`src/rv_decode_pkg.sv`:
```
package rv_decode_pkg;

  localparam int XLEN       = 32;
  localparam int REG_ADDR_W = 5;
  localparam int CSR_ADDR_W = 12;

  // funct7 of the M extension
  localparam logic [6:0] M_FUNCT7 = 7'b000_0001;

  // MISCMEM funct3 for fence.i
  localparam logic [2:0] FENCEI_F3 = 3'b001;

  // imm[11:0] of the PRIV group
  localparam logic [11:0] IMM_ECALL  = 12'h000;
  localparam logic [11:0] IMM_EBREAK = 12'h001;
  localparam logic [11:0] IMM_WFI    = 12'h105;
  localparam logic [11:0] IMM_MRET   = 12'h302;

  typedef enum logic [6:0] {
    LUI      = 7'b0110111,
    AUIPC    = 7'b0010111,
    JAL      = 7'b1101111,
    JALR     = 7'b1100111,
    BRANCH   = 7'b1100011,
    LOAD     = 7'b0000011,
    STORE    = 7'b0100011,
    IMMED    = 7'b0010011,
    REGREG   = 7'b0110011,
    MISCMEM  = 7'b0001111,
    SYSTEM   = 7'b1110011,
    // decoded only to be flagged illegal
    LOAD_FP  = 7'b0000111,
    STORE_FP = 7'b0100111,
    VECTOR   = 7'b1010111
  } opcode_t;

  // shared by IMMED and REGREG
  typedef enum logic [2:0] {
    F3_ADD  = 3'b000,
    F3_SLL  = 3'b001,
    F3_SLT  = 3'b010,
    F3_SLTU = 3'b011,
    F3_XOR  = 3'b100,
    F3_SR   = 3'b101,
    F3_OR   = 3'b110,
    F3_AND  = 3'b111
  } alu_funct3_t;

  typedef enum logic [2:0] {
    PRIV   = 3'b000,
    CSRRW  = 3'b001,
    CSRRS  = 3'b010,
    CSRRC  = 3'b011,
    CSRRWI = 3'b101,
    CSRRSI = 3'b110,
    CSRRCI = 3'b111
  } sys_funct3_t;

  typedef enum logic [3:0] {
    ALU_ADD, ALU_SUB, ALU_SLL, ALU_SRL, ALU_SRA,
    ALU_AND, ALU_OR, ALU_XOR, ALU_SLT, ALU_SLTU
  } alu_op_t;

  // five sources do not fit in two bits
  typedef enum logic [2:0] {
    LOAD_SRC, JUMP_SRC, LUI_SRC, ALU_SRC, CSR_SRC
  } w_src_t;

  typedef enum logic [1:0] {ARITH, MUL, DIV, LOADSTORE} fu_type_t;

  typedef enum logic [1:0] {SIGNED, UNSIGNED, SIGNED_UNSIGNED} sign_type_t;

  typedef struct packed {
    logic [6:0]            funct7;
    logic [REG_ADDR_W-1:0] rs2;
    logic [REG_ADDR_W-1:0] rs1;
    logic [2:0]            funct3;
    logic [REG_ADDR_W-1:0] rd;
    opcode_t               opcode;
  } instr_t;

  typedef struct packed {
    logic [11:0]           imm_i;
    logic [11:0]           imm_s;
    logic [12:0]           imm_sb;
    logic [20:0]           imm_uj;
    logic [XLEN-1:0]       imm_u;
    logic [4:0]            shamt;
    logic                  shamt_sel;
    logic [REG_ADDR_W-1:0] rs1;
    logic [REG_ADDR_W-1:0] rs2;
    logic [REG_ADDR_W-1:0] rd;
  } imm_bundle_t;

  typedef struct packed {
    alu_op_t    alu_op;
    logic [1:0] src_a_sel;
    logic [1:0] src_b_sel;
    w_src_t     w_src;
    logic       wen;
    logic       branch;
    logic [2:0] branch_type;
    logic       jump;
    logic       j_sel;
    logic       lui;
  } exec_ctrl_t;

  typedef struct packed {
    fu_type_t   fu_type;
    logic       mul_high;
    sign_type_t sign_type;
    logic       div_quotient;
    logic [2:0] load_type;
    logic       dren;
    logic       dwen;
  } fu_ctrl_t;

  typedef struct packed {
    logic                  csr_instr;
    logic                  csr_swap;
    logic                  csr_set;
    logic                  csr_clr;
    logic                  csr_imm;
    logic [CSR_ADDR_W-1:0] csr_addr;
    logic [XLEN-1:0]       zimm;
    logic                  mret;
    logic                  ebreak;
    logic                  ecall;
    logic                  wfi;
    logic                  ifence;
  } sys_ctrl_t;

endpackage

```
`src/imm_gen.sv`:
```
`timescale 1ns/100ps

module imm_gen import rv_decode_pkg::*; (
  input  instr_t      instr_i,
  output imm_bundle_t imm_o
);

  logic [XLEN-1:0] w;

  assign w = instr_i;

  // register indices sit at fixed positions in every format
  assign imm_o.rs1   = instr_i.rs1;
  assign imm_o.rs2   = instr_i.rs2;
  assign imm_o.rd    = instr_i.rd;
  assign imm_o.shamt = w[24:20];

  // sign bit stays in the msb of each field
  assign imm_o.imm_i  = w[31:20];
  assign imm_o.imm_s  = {w[31:25], w[11:7]};
  assign imm_o.imm_sb = {w[31], w[7], w[30:25], w[11:8], 1'b0};
  assign imm_o.imm_uj = {w[31], w[19:12], w[20], w[30:21], 1'b0};
  assign imm_o.imm_u  = {w[31:12], 12'b0};

  // immediate shifts take shamt instead of imm_i
  assign imm_o.shamt_sel = (instr_i.opcode == IMMED) &&
                           (instr_i.funct3 == F3_SLL || instr_i.funct3 == F3_SR);

endmodule

```
`src/exec_decode.sv`:
```
`timescale 1ns/100ps

module exec_decode import rv_decode_pkg::*; (
  input  instr_t     instr_i,
  input  logic       csr_rw_i,
  output exec_ctrl_t exec_o
);

  logic is_imm, is_reg, is_ar, b30;
  logic op_sll, op_sra, op_srl, op_add, op_sub;
  logic op_and, op_or, op_xor, op_slt, op_sltu;

  assign is_imm = (instr_i.opcode == IMMED);
  assign is_reg = (instr_i.opcode == REGREG);
  assign is_ar  = is_imm || is_reg;
  // splits sub from add and sra from srl
  assign b30    = instr_i.funct7[5];

  assign op_sll  = is_ar && instr_i.funct3 == F3_SLL;
  assign op_sra  = is_ar && instr_i.funct3 == F3_SR && b30;
  assign op_srl  = is_ar && instr_i.funct3 == F3_SR && !b30;
  assign op_add  = (is_imm && instr_i.funct3 == F3_ADD) ||
                   (is_reg && instr_i.funct3 == F3_ADD && !b30) ||
                   instr_i.opcode inside {AUIPC, LOAD, STORE};
  assign op_sub  = is_reg && instr_i.funct3 == F3_ADD && b30;
  assign op_and  = is_ar && instr_i.funct3 == F3_AND;
  assign op_or   = is_ar && instr_i.funct3 == F3_OR;
  assign op_xor  = is_ar && instr_i.funct3 == F3_XOR;
  assign op_slt  = is_ar && instr_i.funct3 == F3_SLT;
  assign op_sltu = is_ar && instr_i.funct3 == F3_SLTU;

  always_comb begin
    if (op_sll)       exec_o.alu_op = ALU_SLL;
    else if (op_sra)  exec_o.alu_op = ALU_SRA;
    else if (op_srl)  exec_o.alu_op = ALU_SRL;
    else if (op_add)  exec_o.alu_op = ALU_ADD;
    else if (op_sub)  exec_o.alu_op = ALU_SUB;
    else if (op_and)  exec_o.alu_op = ALU_AND;
    else if (op_or)   exec_o.alu_op = ALU_OR;
    else if (op_xor)  exec_o.alu_op = ALU_XOR;
    else if (op_slt)  exec_o.alu_op = ALU_SLT;
    else if (op_sltu) exec_o.alu_op = ALU_SLTU;
    else              exec_o.alu_op = ALU_ADD;
  end

  // operand selects, write-back source and write enable by opcode
  always_comb begin
    exec_o.src_a_sel = 2'd2;
    exec_o.src_b_sel = 2'd1;
    exec_o.w_src     = LOAD_SRC;
    exec_o.wen       = 1'b0;
    case (instr_i.opcode)
      REGREG, IMMED, LOAD, BRANCH, JALR, SYSTEM: exec_o.src_a_sel = 2'd0;
      STORE:                                     exec_o.src_a_sel = 2'd1;
      default: ;
    endcase
    case (instr_i.opcode)
      STORE:       exec_o.src_b_sel = 2'd0;
      IMMED, LOAD: exec_o.src_b_sel = 2'd2;
      AUIPC:       exec_o.src_b_sel = 2'd3;
      default: ;
    endcase
    case (instr_i.opcode)
      JAL, JALR:            exec_o.w_src = JUMP_SRC;
      LUI:                  exec_o.w_src = LUI_SRC;
      IMMED, AUIPC, REGREG: exec_o.w_src = ALU_SRC;
      SYSTEM:               exec_o.w_src = CSR_SRC;
      default: ;
    endcase
    case (instr_i.opcode)
      IMMED, LUI, AUIPC, REGREG, JAL, JALR, LOAD: exec_o.wen = 1'b1;
      // csr ops write rd with the old csr value
      SYSTEM:                                     exec_o.wen = csr_rw_i;
      default: ;
    endcase
  end

  assign exec_o.branch      = (instr_i.opcode == BRANCH);
  assign exec_o.branch_type = instr_i.funct3;
  assign exec_o.jump        = (instr_i.opcode == JAL) || (instr_i.opcode == JALR);
  assign exec_o.j_sel       = (instr_i.opcode == JAL);
  assign exec_o.lui         = (instr_i.opcode == LUI);

endmodule

```
`src/fu_dispatch_decode.sv`:
```
`timescale 1ns/100ps

module fu_dispatch_decode import rv_decode_pkg::*; (
  input  instr_t   instr_i,
  output fu_ctrl_t fu_o,
  output logic     illegal_o
);

  logic is_m;

  assign is_m = (instr_i.opcode == REGREG) && (instr_i.funct7 == M_FUNCT7);

  always_comb begin
    if (is_m) begin
      fu_o.fu_type = instr_i.funct3[2] ? DIV : MUL;
    end else if (instr_i.opcode == LOAD || instr_i.opcode == STORE) begin
      fu_o.fu_type = LOADSTORE;
    end else begin
      fu_o.fu_type = ARITH;
    end
  end

  // shared by mul and div
  always_comb begin
    case (instr_i.funct3)
      3'b011, 3'b101, 3'b111: fu_o.sign_type = UNSIGNED;
      3'b010:                 fu_o.sign_type = SIGNED_UNSIGNED;
      default:                fu_o.sign_type = SIGNED;
    endcase
  end

  // upper half for mulh, mulhsu, mulhu
  assign fu_o.mul_high     = |instr_i.funct3[1:0];
  // div and divu return the quotient
  assign fu_o.div_quotient = is_m && instr_i.funct3[2] && !instr_i.funct3[1];

  assign fu_o.load_type = instr_i.funct3;
  assign fu_o.dren      = (instr_i.opcode == LOAD);
  assign fu_o.dwen      = (instr_i.opcode == STORE);

  always_comb begin
    case (instr_i.opcode)
      REGREG: illegal_o = instr_i.funct7[0] && !is_m;
      LUI, AUIPC, JAL, JALR, BRANCH, LOAD, STORE,
      IMMED, MISCMEM, SYSTEM: illegal_o = 1'b0;
      VECTOR, LOAD_FP, STORE_FP: illegal_o = 1'b1;
      // all-zero opcode passes as a bubble
      default: illegal_o = (instr_i.opcode != 7'b0);
    endcase
  end

  // M-unit dispatch only for a legal REGREG word
  always_comb begin
    assert (!(fu_o.fu_type inside {MUL, DIV}) ||
            (instr_i.opcode == REGREG && !illegal_o))
      else $error("mul/div dispatch outside a legal REGREG");
  end

endmodule

```
`src/system_decode.sv`:
```
`timescale 1ns/100ps

module system_decode import rv_decode_pkg::*; (
  input  instr_t    instr_i,
  output sys_ctrl_t sys_o,
  output logic      csr_rw_o
);

  logic        is_sys;
  logic [11:0] imm12;

  assign is_sys = (instr_i.opcode == SYSTEM);
  assign imm12  = {instr_i.funct7, instr_i.rs2};

  always_comb begin
    sys_o.csr_swap = 1'b0;
    sys_o.csr_set  = 1'b0;
    sys_o.csr_clr  = 1'b0;
    sys_o.csr_imm  = 1'b0;
    if (is_sys) begin
      case (instr_i.funct3)
        CSRRW:  sys_o.csr_swap = 1'b1;
        CSRRS:  sys_o.csr_set  = 1'b1;
        CSRRC:  sys_o.csr_clr  = 1'b1;
        CSRRWI: begin
          sys_o.csr_swap = 1'b1;
          sys_o.csr_imm  = 1'b1;
        end
        CSRRSI: begin
          sys_o.csr_set = 1'b1;
          sys_o.csr_imm = 1'b1;
        end
        CSRRCI: begin
          sys_o.csr_clr = 1'b1;
          sys_o.csr_imm = 1'b1;
        end
        default: ;
      endcase
    end
  end

  assign csr_rw_o        = sys_o.csr_swap | sys_o.csr_set | sys_o.csr_clr;
  assign sys_o.csr_instr = is_sys;
  assign sys_o.csr_addr  = imm12;
  // rs1 field doubles as the 5-bit csr immediate
  assign sys_o.zimm      = {{(XLEN - REG_ADDR_W){1'b0}}, instr_i.rs1};

  // priv group is told apart by imm[11:0]
  always_comb begin
    sys_o.mret   = 1'b0;
    sys_o.ebreak = 1'b0;
    sys_o.ecall  = 1'b0;
    sys_o.wfi    = 1'b0;
    if (is_sys && instr_i.funct3 == PRIV) begin
      sys_o.mret   = (imm12 == IMM_MRET);
      sys_o.ebreak = (imm12 == IMM_EBREAK);
      sys_o.ecall  = (imm12 == IMM_ECALL);
      sys_o.wfi    = (imm12 == IMM_WFI);
    end
  end

  assign sys_o.ifence = (instr_i.opcode == MISCMEM) && (instr_i.funct3 == FENCEI_F3);

  // csr op is one-hot and never mixes with a priv instruction
  always_comb begin
    assert ($onehot0({sys_o.csr_swap, sys_o.csr_set, sys_o.csr_clr}) &&
            !(csr_rw_o && (sys_o.mret || sys_o.ecall || sys_o.ebreak || sys_o.wfi)))
      else $error("conflicting csr decode");
  end

endmodule

```
`src/rv_decode.sv`:
```
`timescale 1ns/100ps

module rv_decode import rv_decode_pkg::*; (
  input  logic        CLK,
  input  logic        reset_i,
  input  logic        valid_i,
  input  instr_t      instr_i,
  output logic        valid_o,
  output imm_bundle_t imm_o,
  output exec_ctrl_t  exec_o,
  output fu_ctrl_t    fu_o,
  output sys_ctrl_t   sys_o,
  output logic        illegal_o
);

  imm_bundle_t imm_d;
  exec_ctrl_t  exec_d;
  fu_ctrl_t    fu_d;
  sys_ctrl_t   sys_d;
  logic        illegal_d;
  logic        csr_rw;

  imm_gen i_imm_gen (
    .instr_i (instr_i),
    .imm_o   (imm_d)
  );

  exec_decode i_exec_decode (
    .instr_i  (instr_i),
    .csr_rw_i (csr_rw),
    .exec_o   (exec_d)
  );

  fu_dispatch_decode i_fu_dispatch_decode (
    .instr_i   (instr_i),
    .fu_o      (fu_d),
    .illegal_o (illegal_d)
  );

  system_decode i_system_decode (
    .instr_i  (instr_i),
    .sys_o    (sys_d),
    .csr_rw_o (csr_rw)
  );

  // one stage; payload only loads on a valid word
  always_ff @(posedge CLK) begin
    if (reset_i) begin
      valid_o          <= 1'b0;
      illegal_o        <= 1'b0;
      exec_o.wen       <= 1'b0;
      exec_o.branch    <= 1'b0;
      exec_o.jump      <= 1'b0;
      exec_o.j_sel     <= 1'b0;
      exec_o.lui       <= 1'b0;
      fu_o.dren        <= 1'b0;
      fu_o.dwen        <= 1'b0;
      sys_o.csr_instr  <= 1'b0;
      sys_o.csr_swap   <= 1'b0;
      sys_o.csr_set    <= 1'b0;
      sys_o.csr_clr    <= 1'b0;
      sys_o.csr_imm    <= 1'b0;
      sys_o.mret       <= 1'b0;
      sys_o.ebreak     <= 1'b0;
      sys_o.ecall      <= 1'b0;
      sys_o.wfi        <= 1'b0;
      sys_o.ifence     <= 1'b0;
    end else begin
      valid_o <= valid_i;
      if (valid_i) begin
        imm_o     <= imm_d;
        exec_o    <= exec_d;
        fu_o      <= fu_d;
        sys_o     <= sys_d;
        illegal_o <= illegal_d;
      end
    end
  end

  // valid_o only ever follows an accepted word from the cycle before
  assert property (@(posedge CLK) valid_o |-> $past(valid_i && !reset_i))
    else $error("valid_o without an accepted instruction");

endmodule

```
`config.mk`:
```
export PLATFORM = sky130hd
export DESIGN_NAME = rv_decode
export DESIGN_NICKNAME = d
export VERILOG_FILES = /design/src/rv_decode_pkg.sv /design/src/imm_gen.sv /design/src/exec_decode.sv /design/src/fu_dispatch_decode.sv /design/src/system_decode.sv /design/src/rv_decode.sv
export SDC_FILE = /design/constraint.sdc
export NUM_CORES = 1
export LEC_CHECK = 0
export CAP_MARGIN = 0
export CORE_MARGIN = 5
export CORE_UTILIZATION = 35
export CTS_CLUSTER_SIZE = 12
export DETAILED_ROUTE_END_ITERATION = 12
export DONT_BUFFER_PORTS = 1
export MAX_ROUTING_LAYER = met4
export PLACE_DENSITY = 0.48
export SYNTH_ARGS = -nofsm -noshare
export SYNTH_HDL_FRONTEND = slang
export SYNTH_SLANG_ARGS = --single-unit
```
`constraint.sdc`:
```
create_clock -name CLK -period 5.16 [get_ports CLK]
set_input_delay 1.032 -clock CLK [delete_from_list [all_inputs] [get_ports CLK]]
set_output_delay 1.032 -clock CLK [all_outputs]
set_load 0.005 [all_outputs]
```
Word-level counts from Yosys, hierarchy flattened
Index checks and enable logic that the tools add are counted.
{ "totals": {"ramBits": 0, "ff_bits": 131, "mem_bits_ro": 0, "memories": 0, "in_bits": 35, "output_inout_bits": 197, "latchBits": 0} }
{ "op_classes": {"bitwise_logic": 3, "n_shift": 0, "order_cmp": 0, "div_mod_pow": 0, "n_mux": 24, "n_reduce_logical": 49, "addsub": 0, "n_mul": 0, "n_eq_ne": 25} }
{ "ops": {"columns": ["operator", "n"], "rows": [
  ["== test 7 bit (second input constant)", 5],
  ["== test 7 x 6 -> 1 bit (second input constant)", 4],
  ["two-way mux 3 bit", 7],
  ["logical AND 1 bit", 20],
  ["two-way mux 4 bit", 4],
  ["== test 7 x 5 -> 1 bit (second input constant)", 2],
  ["OR reduction 2 bit", 7],
  ["== test 12 x 1 -> 1 bit (second input constant)", 1],
  ["== test 12 x 10 -> 1 bit (second input constant)", 1],
  ["== test 12 x 9 -> 1 bit (second input constant)", 1],
  ["== test 3 bit (second input constant)", 4],
  ["logical NOT 12 bit", 1],
  ["case mux 3 bit (4 select lines)", 1],
  ["OR reduction 3 bit", 4],
  ["OR reduction 10 bit", 1],
  ["case mux 2 bit (2 select lines)", 2],
  ["OR reduction 8 bit", 1],
  ["== test 7 x 1 -> 1 bit (second input constant)", 1],
  ["== test 7 x 2 -> 1 bit (second input constant)", 1],
  ["== test 7 x 3 -> 1 bit (second input constant)", 1],
  ["== test 7 x 4 -> 1 bit (second input constant)", 1],
  ["nonzero test 7 bit", 1],
  ["OR reduction 7 bit", 1],
  ["== test 3 x 2 -> 1 bit (second input constant)", 2],
  ["other kinds (14)", 27]
]} }

Depth between registers and ports, before layout
{ "depth": {"depth_word": 12, "mapped_depth": 6} }

Hierarchy
From an unflattened synthesis, not the netlist that was laid out.
{ "unflattened": {"hier_cells": 509, "hier_area_um2": 7903.8} }
{ "modules_own_cells": {"columns": ["module", "area_each_um2", "cells_each", "instances"], "rows": [
  ["rv_decode", 6015.8, 239, 1],
  ["imm_gen", 860.8, 114, 1],
  ["system_decode", 528.0, 77, 1],
  ["exec_decode", 257.7, 41, 1],
  ["fu_dispatch_decode", 241.5, 38, 1]
]} }

Least setup slack after synthesis
Ideal clock, no wire load.
{ "synth_timing": {"path_kind": "input port to flip-flop", "from": "input port valid_i", "to": "register exec_o[10] (netlist bit), enable pin", "required_ps": 4712, "n_path_buf": 2, "arrival_time_ps": 3477, "setup_slack_ps": 1234, "stages": 3, "setup_time_ps": 448, "path_cell_list": "clkbuf_1 clkbuf_1 nor2b_1"} }
{ "synth_between": {"elab_chain_len": 1} }
{ "synth_lines": {"columns": ["element", "line", "text"], "rows": [
  ["start, declared", "rv_decode.sv:6", "input logic valid_i,"],
  ["AND reduction 2 bit (no source line)", null, null],
  ["end, declared", "rv_decode.sv:10", "output exec_ctrl_t exec_o,"]
]} }
Every way passes these cells.
A chain may end at the register's enable or synchronous reset.

==> results.md <==
- Sink Count: 62
- Core Region: 9770 µm²
- CP Capture Type: flip-flop
- Largest net degree at the start of global routing: 31
- GPL Wtd Cong: 0.757
- Final Max Slew Viols: 0
- Yosys reg bits: 62
- Gate power share: 4.0%
- Synthesized area: 3520 µm²
- Initial core utilization: 36.0%
- Synth area leader: edfxtp_1
- Hold Path Class: flip-flop to flip-flop
- MaxCap Viol Count: 0
- Clk_lat worst skew: 0.33 ns
- Top cells by area, synth: edfxtp_1, buf_4, dfxtp_1
- Die width: 110 µm
- Cell Rows: 36
- Worst Skew: 0 ns
- YS warnings: 0
- Leak: 0.000996 µW
- PD cells: 340 nW/µm²
- Die Span Y: 110 µm
- CTS clock-pin slew for the worst setup and hold paths: 0.07 ns
- Switching share of power: 24.5%
- Final period utilization: 41.2%
- Clock tree root driver cell: clkbuf_8
- Critical Path AT: 2.29 ns
- Peak supply drop: 0.0869 mV
- Area delta synth->final: -16.6%
- Inserted Clock Buffers: 9
- Worst Path Required: 5.33 ns
- Distinct cells, synth: 44
- Initial antenna violation count: 0
- Placement Setup Slack: 2.68 ns
- Outcome: finished clean
- RSZ-0062 raised after global routing: false
- DP HPWL: 5270 µm
- Pre-Repair DR Iteration Count: 4
- ANT nets after route: 0
- CP startpoint kind: input pin
- Hold-fix buffers, CTS: 0
- CP Class: input pin to flip-flop
- Routed via count: 1726
- GRT overflow: 0
- Hold slack: 0.460 ns
- WL/cell: 18.7 µm
- Synth top area share: 36.7%
- PortBufs: 0
- Most numerous cell in the Yosys netlist: buf_4
- Most common library cells after synthesis: buf_4, edfxtp_1, dfxtp_1, nor2_1, nand2_1
- Vias in the first global route: 1779
- DRC viols: 0
- CTS tree: done
- Net Switching: 245 µW
- Clock buffer depth: 2
- Asr flop ratio synth: 0%
- Diode count: 0
- Drt total wl: 7180 µm
- Nets: 281
- H-tree Lvls: 3
- Mapped Cells: 344
- Sequential share of power: 59.1%
- Final-report hold violation count: 0
- Setup Buffers After CTS: 0
- Final setup fails: 0
- CP Max Fanout: 2
- Min Tclk post-route: 2.13 ns
- Die area: 12200 µm²
- Synth Flop Type: edfxtp_1
- Number of flops mapped to enable cells by yosys: 43
- Layout cells sized above 1: 8.76%
- Slew HR: 64.9%
- Worst setup margin: 3.03 ns
- Clock share of power: 36.9%
- All-Layer GR Usage: 11.9%
- First-pass GRT wire length: 10200 µm
- Iter 0 DRT Violations: 62
- IO Count: 232
- Worst-margin pin slew: 0.518 ns
- FMAX: 470 MHz
- Setup TNS: 0 ns
- Filler Cell Count: 1002
- Via density: 4.49
- Cts repair resizes: 0
- Syn Area/Cell: 10.2 µm²
- Power Internal: 755 µW
- Sequential-to-total area share from yosys stat: 47.5%
==> sequential cells by signal (all words and copies together) (netlist names) <==
signal	flops
imm_o	22
exec_o	16
sys_o	12
fu_o	10
illegal_o	1
valid_o	1
==> worst max-delay path, cell delays in order <==
cell and delay, ns:
or4_1 0.57, nor3_1 0.21, and3_1 0.21, nand2b_1 0.06
a211oi_1 0.21
==> metal layers <==
| metal | global-route usage [%] | routed length [µm] | vias up |
|---|---|---|---|
| met5 | - | 0 | - |
| met2 | 17.5 | 3470 | 120 |
| met1 | 13.8 | 2630 | 801 |
| met4 | 6.33 | 182 | 0 |
| met3 | 5.13 | 898 | 15 |
| li1 | - | - | 790 |
==> worst paths after layout <==
kind              cells past startpoint   endpoint   startpoint  slack [ns]
setup / recovery                      5    fu_o[9]  instr_i[27]        3.03
hold / removal                        2   sys_o[4]     sys_o[4]        0.46
setup reg to reg                      2  exec_o[7]    exec_o[7]        4.37
hold reg to reg                       2   sys_o[4]     sys_o[4]        0.46
==> stage by stage <==
stage	total power (µW)	std cells	area [µm²]	util, %
after global routing	1060	384	2940	30.0
final	1000	384	2940	30.0
after detailed placement	643	368	2770	28.3
after CTS	1020	384	2940	30.0
after global placement	643	368	2770	28.3
after floorplan	727	384	3670	-
==> placed cells by master (no fill, tap or decap), types with 10 or more instances in the layout <==
cell / n
clkbuf_8: 10
dfxtp_1: 19
conb_1: 41
nor2_1: 17
nor3_1: 10
a21oi_1: 13
nand3_1: 10
nand2b_1: 13
edfxtp_1: 43
nand2_1: 14
==> power groups by stage <==
stage	logic, µW	registers, µW	clock network [µW]
5_1_grt	46.3	601	411
2_1_floorplan	140	587	0
3_5_place_dp	39.1	604	0
6_report	39.7	591	369
3_3_place_gp	38.9	604	0
4_1_cts	39.2	593	389
==> cell families after synthesis <==
logic type / count (synthesis) / share of synthesized area [%]
AND/OR/NAND/NOR: 92 / 14.5
other: 1 / 0.107
buffers and inverters: 153 / 31.1
multiplexers: 4 / 1.14
flip-flops: 62 / 47.5
AO/OA/AOI/OAI: 32 / 5.69
==> area by class of cell <==
| type | count | area (µm²) | area share, % |
|---|---|---|---|
| clock inverter | 5 | 26.3 | 0.895 |
| timing repair buffer | 1 | 7.51 | 0.256 |
| clock buffer | 11 | 141 | 4.81 |
| tap | 133 | 166 | 5.67 |
| sequential | 62 | 1670 | 56.9 |
| multi-input combinational | 169 | 912 | 31.1 |
| inverter | 3 | 11.3 | 0.383 |
Power figures use the tool's default switching activity.
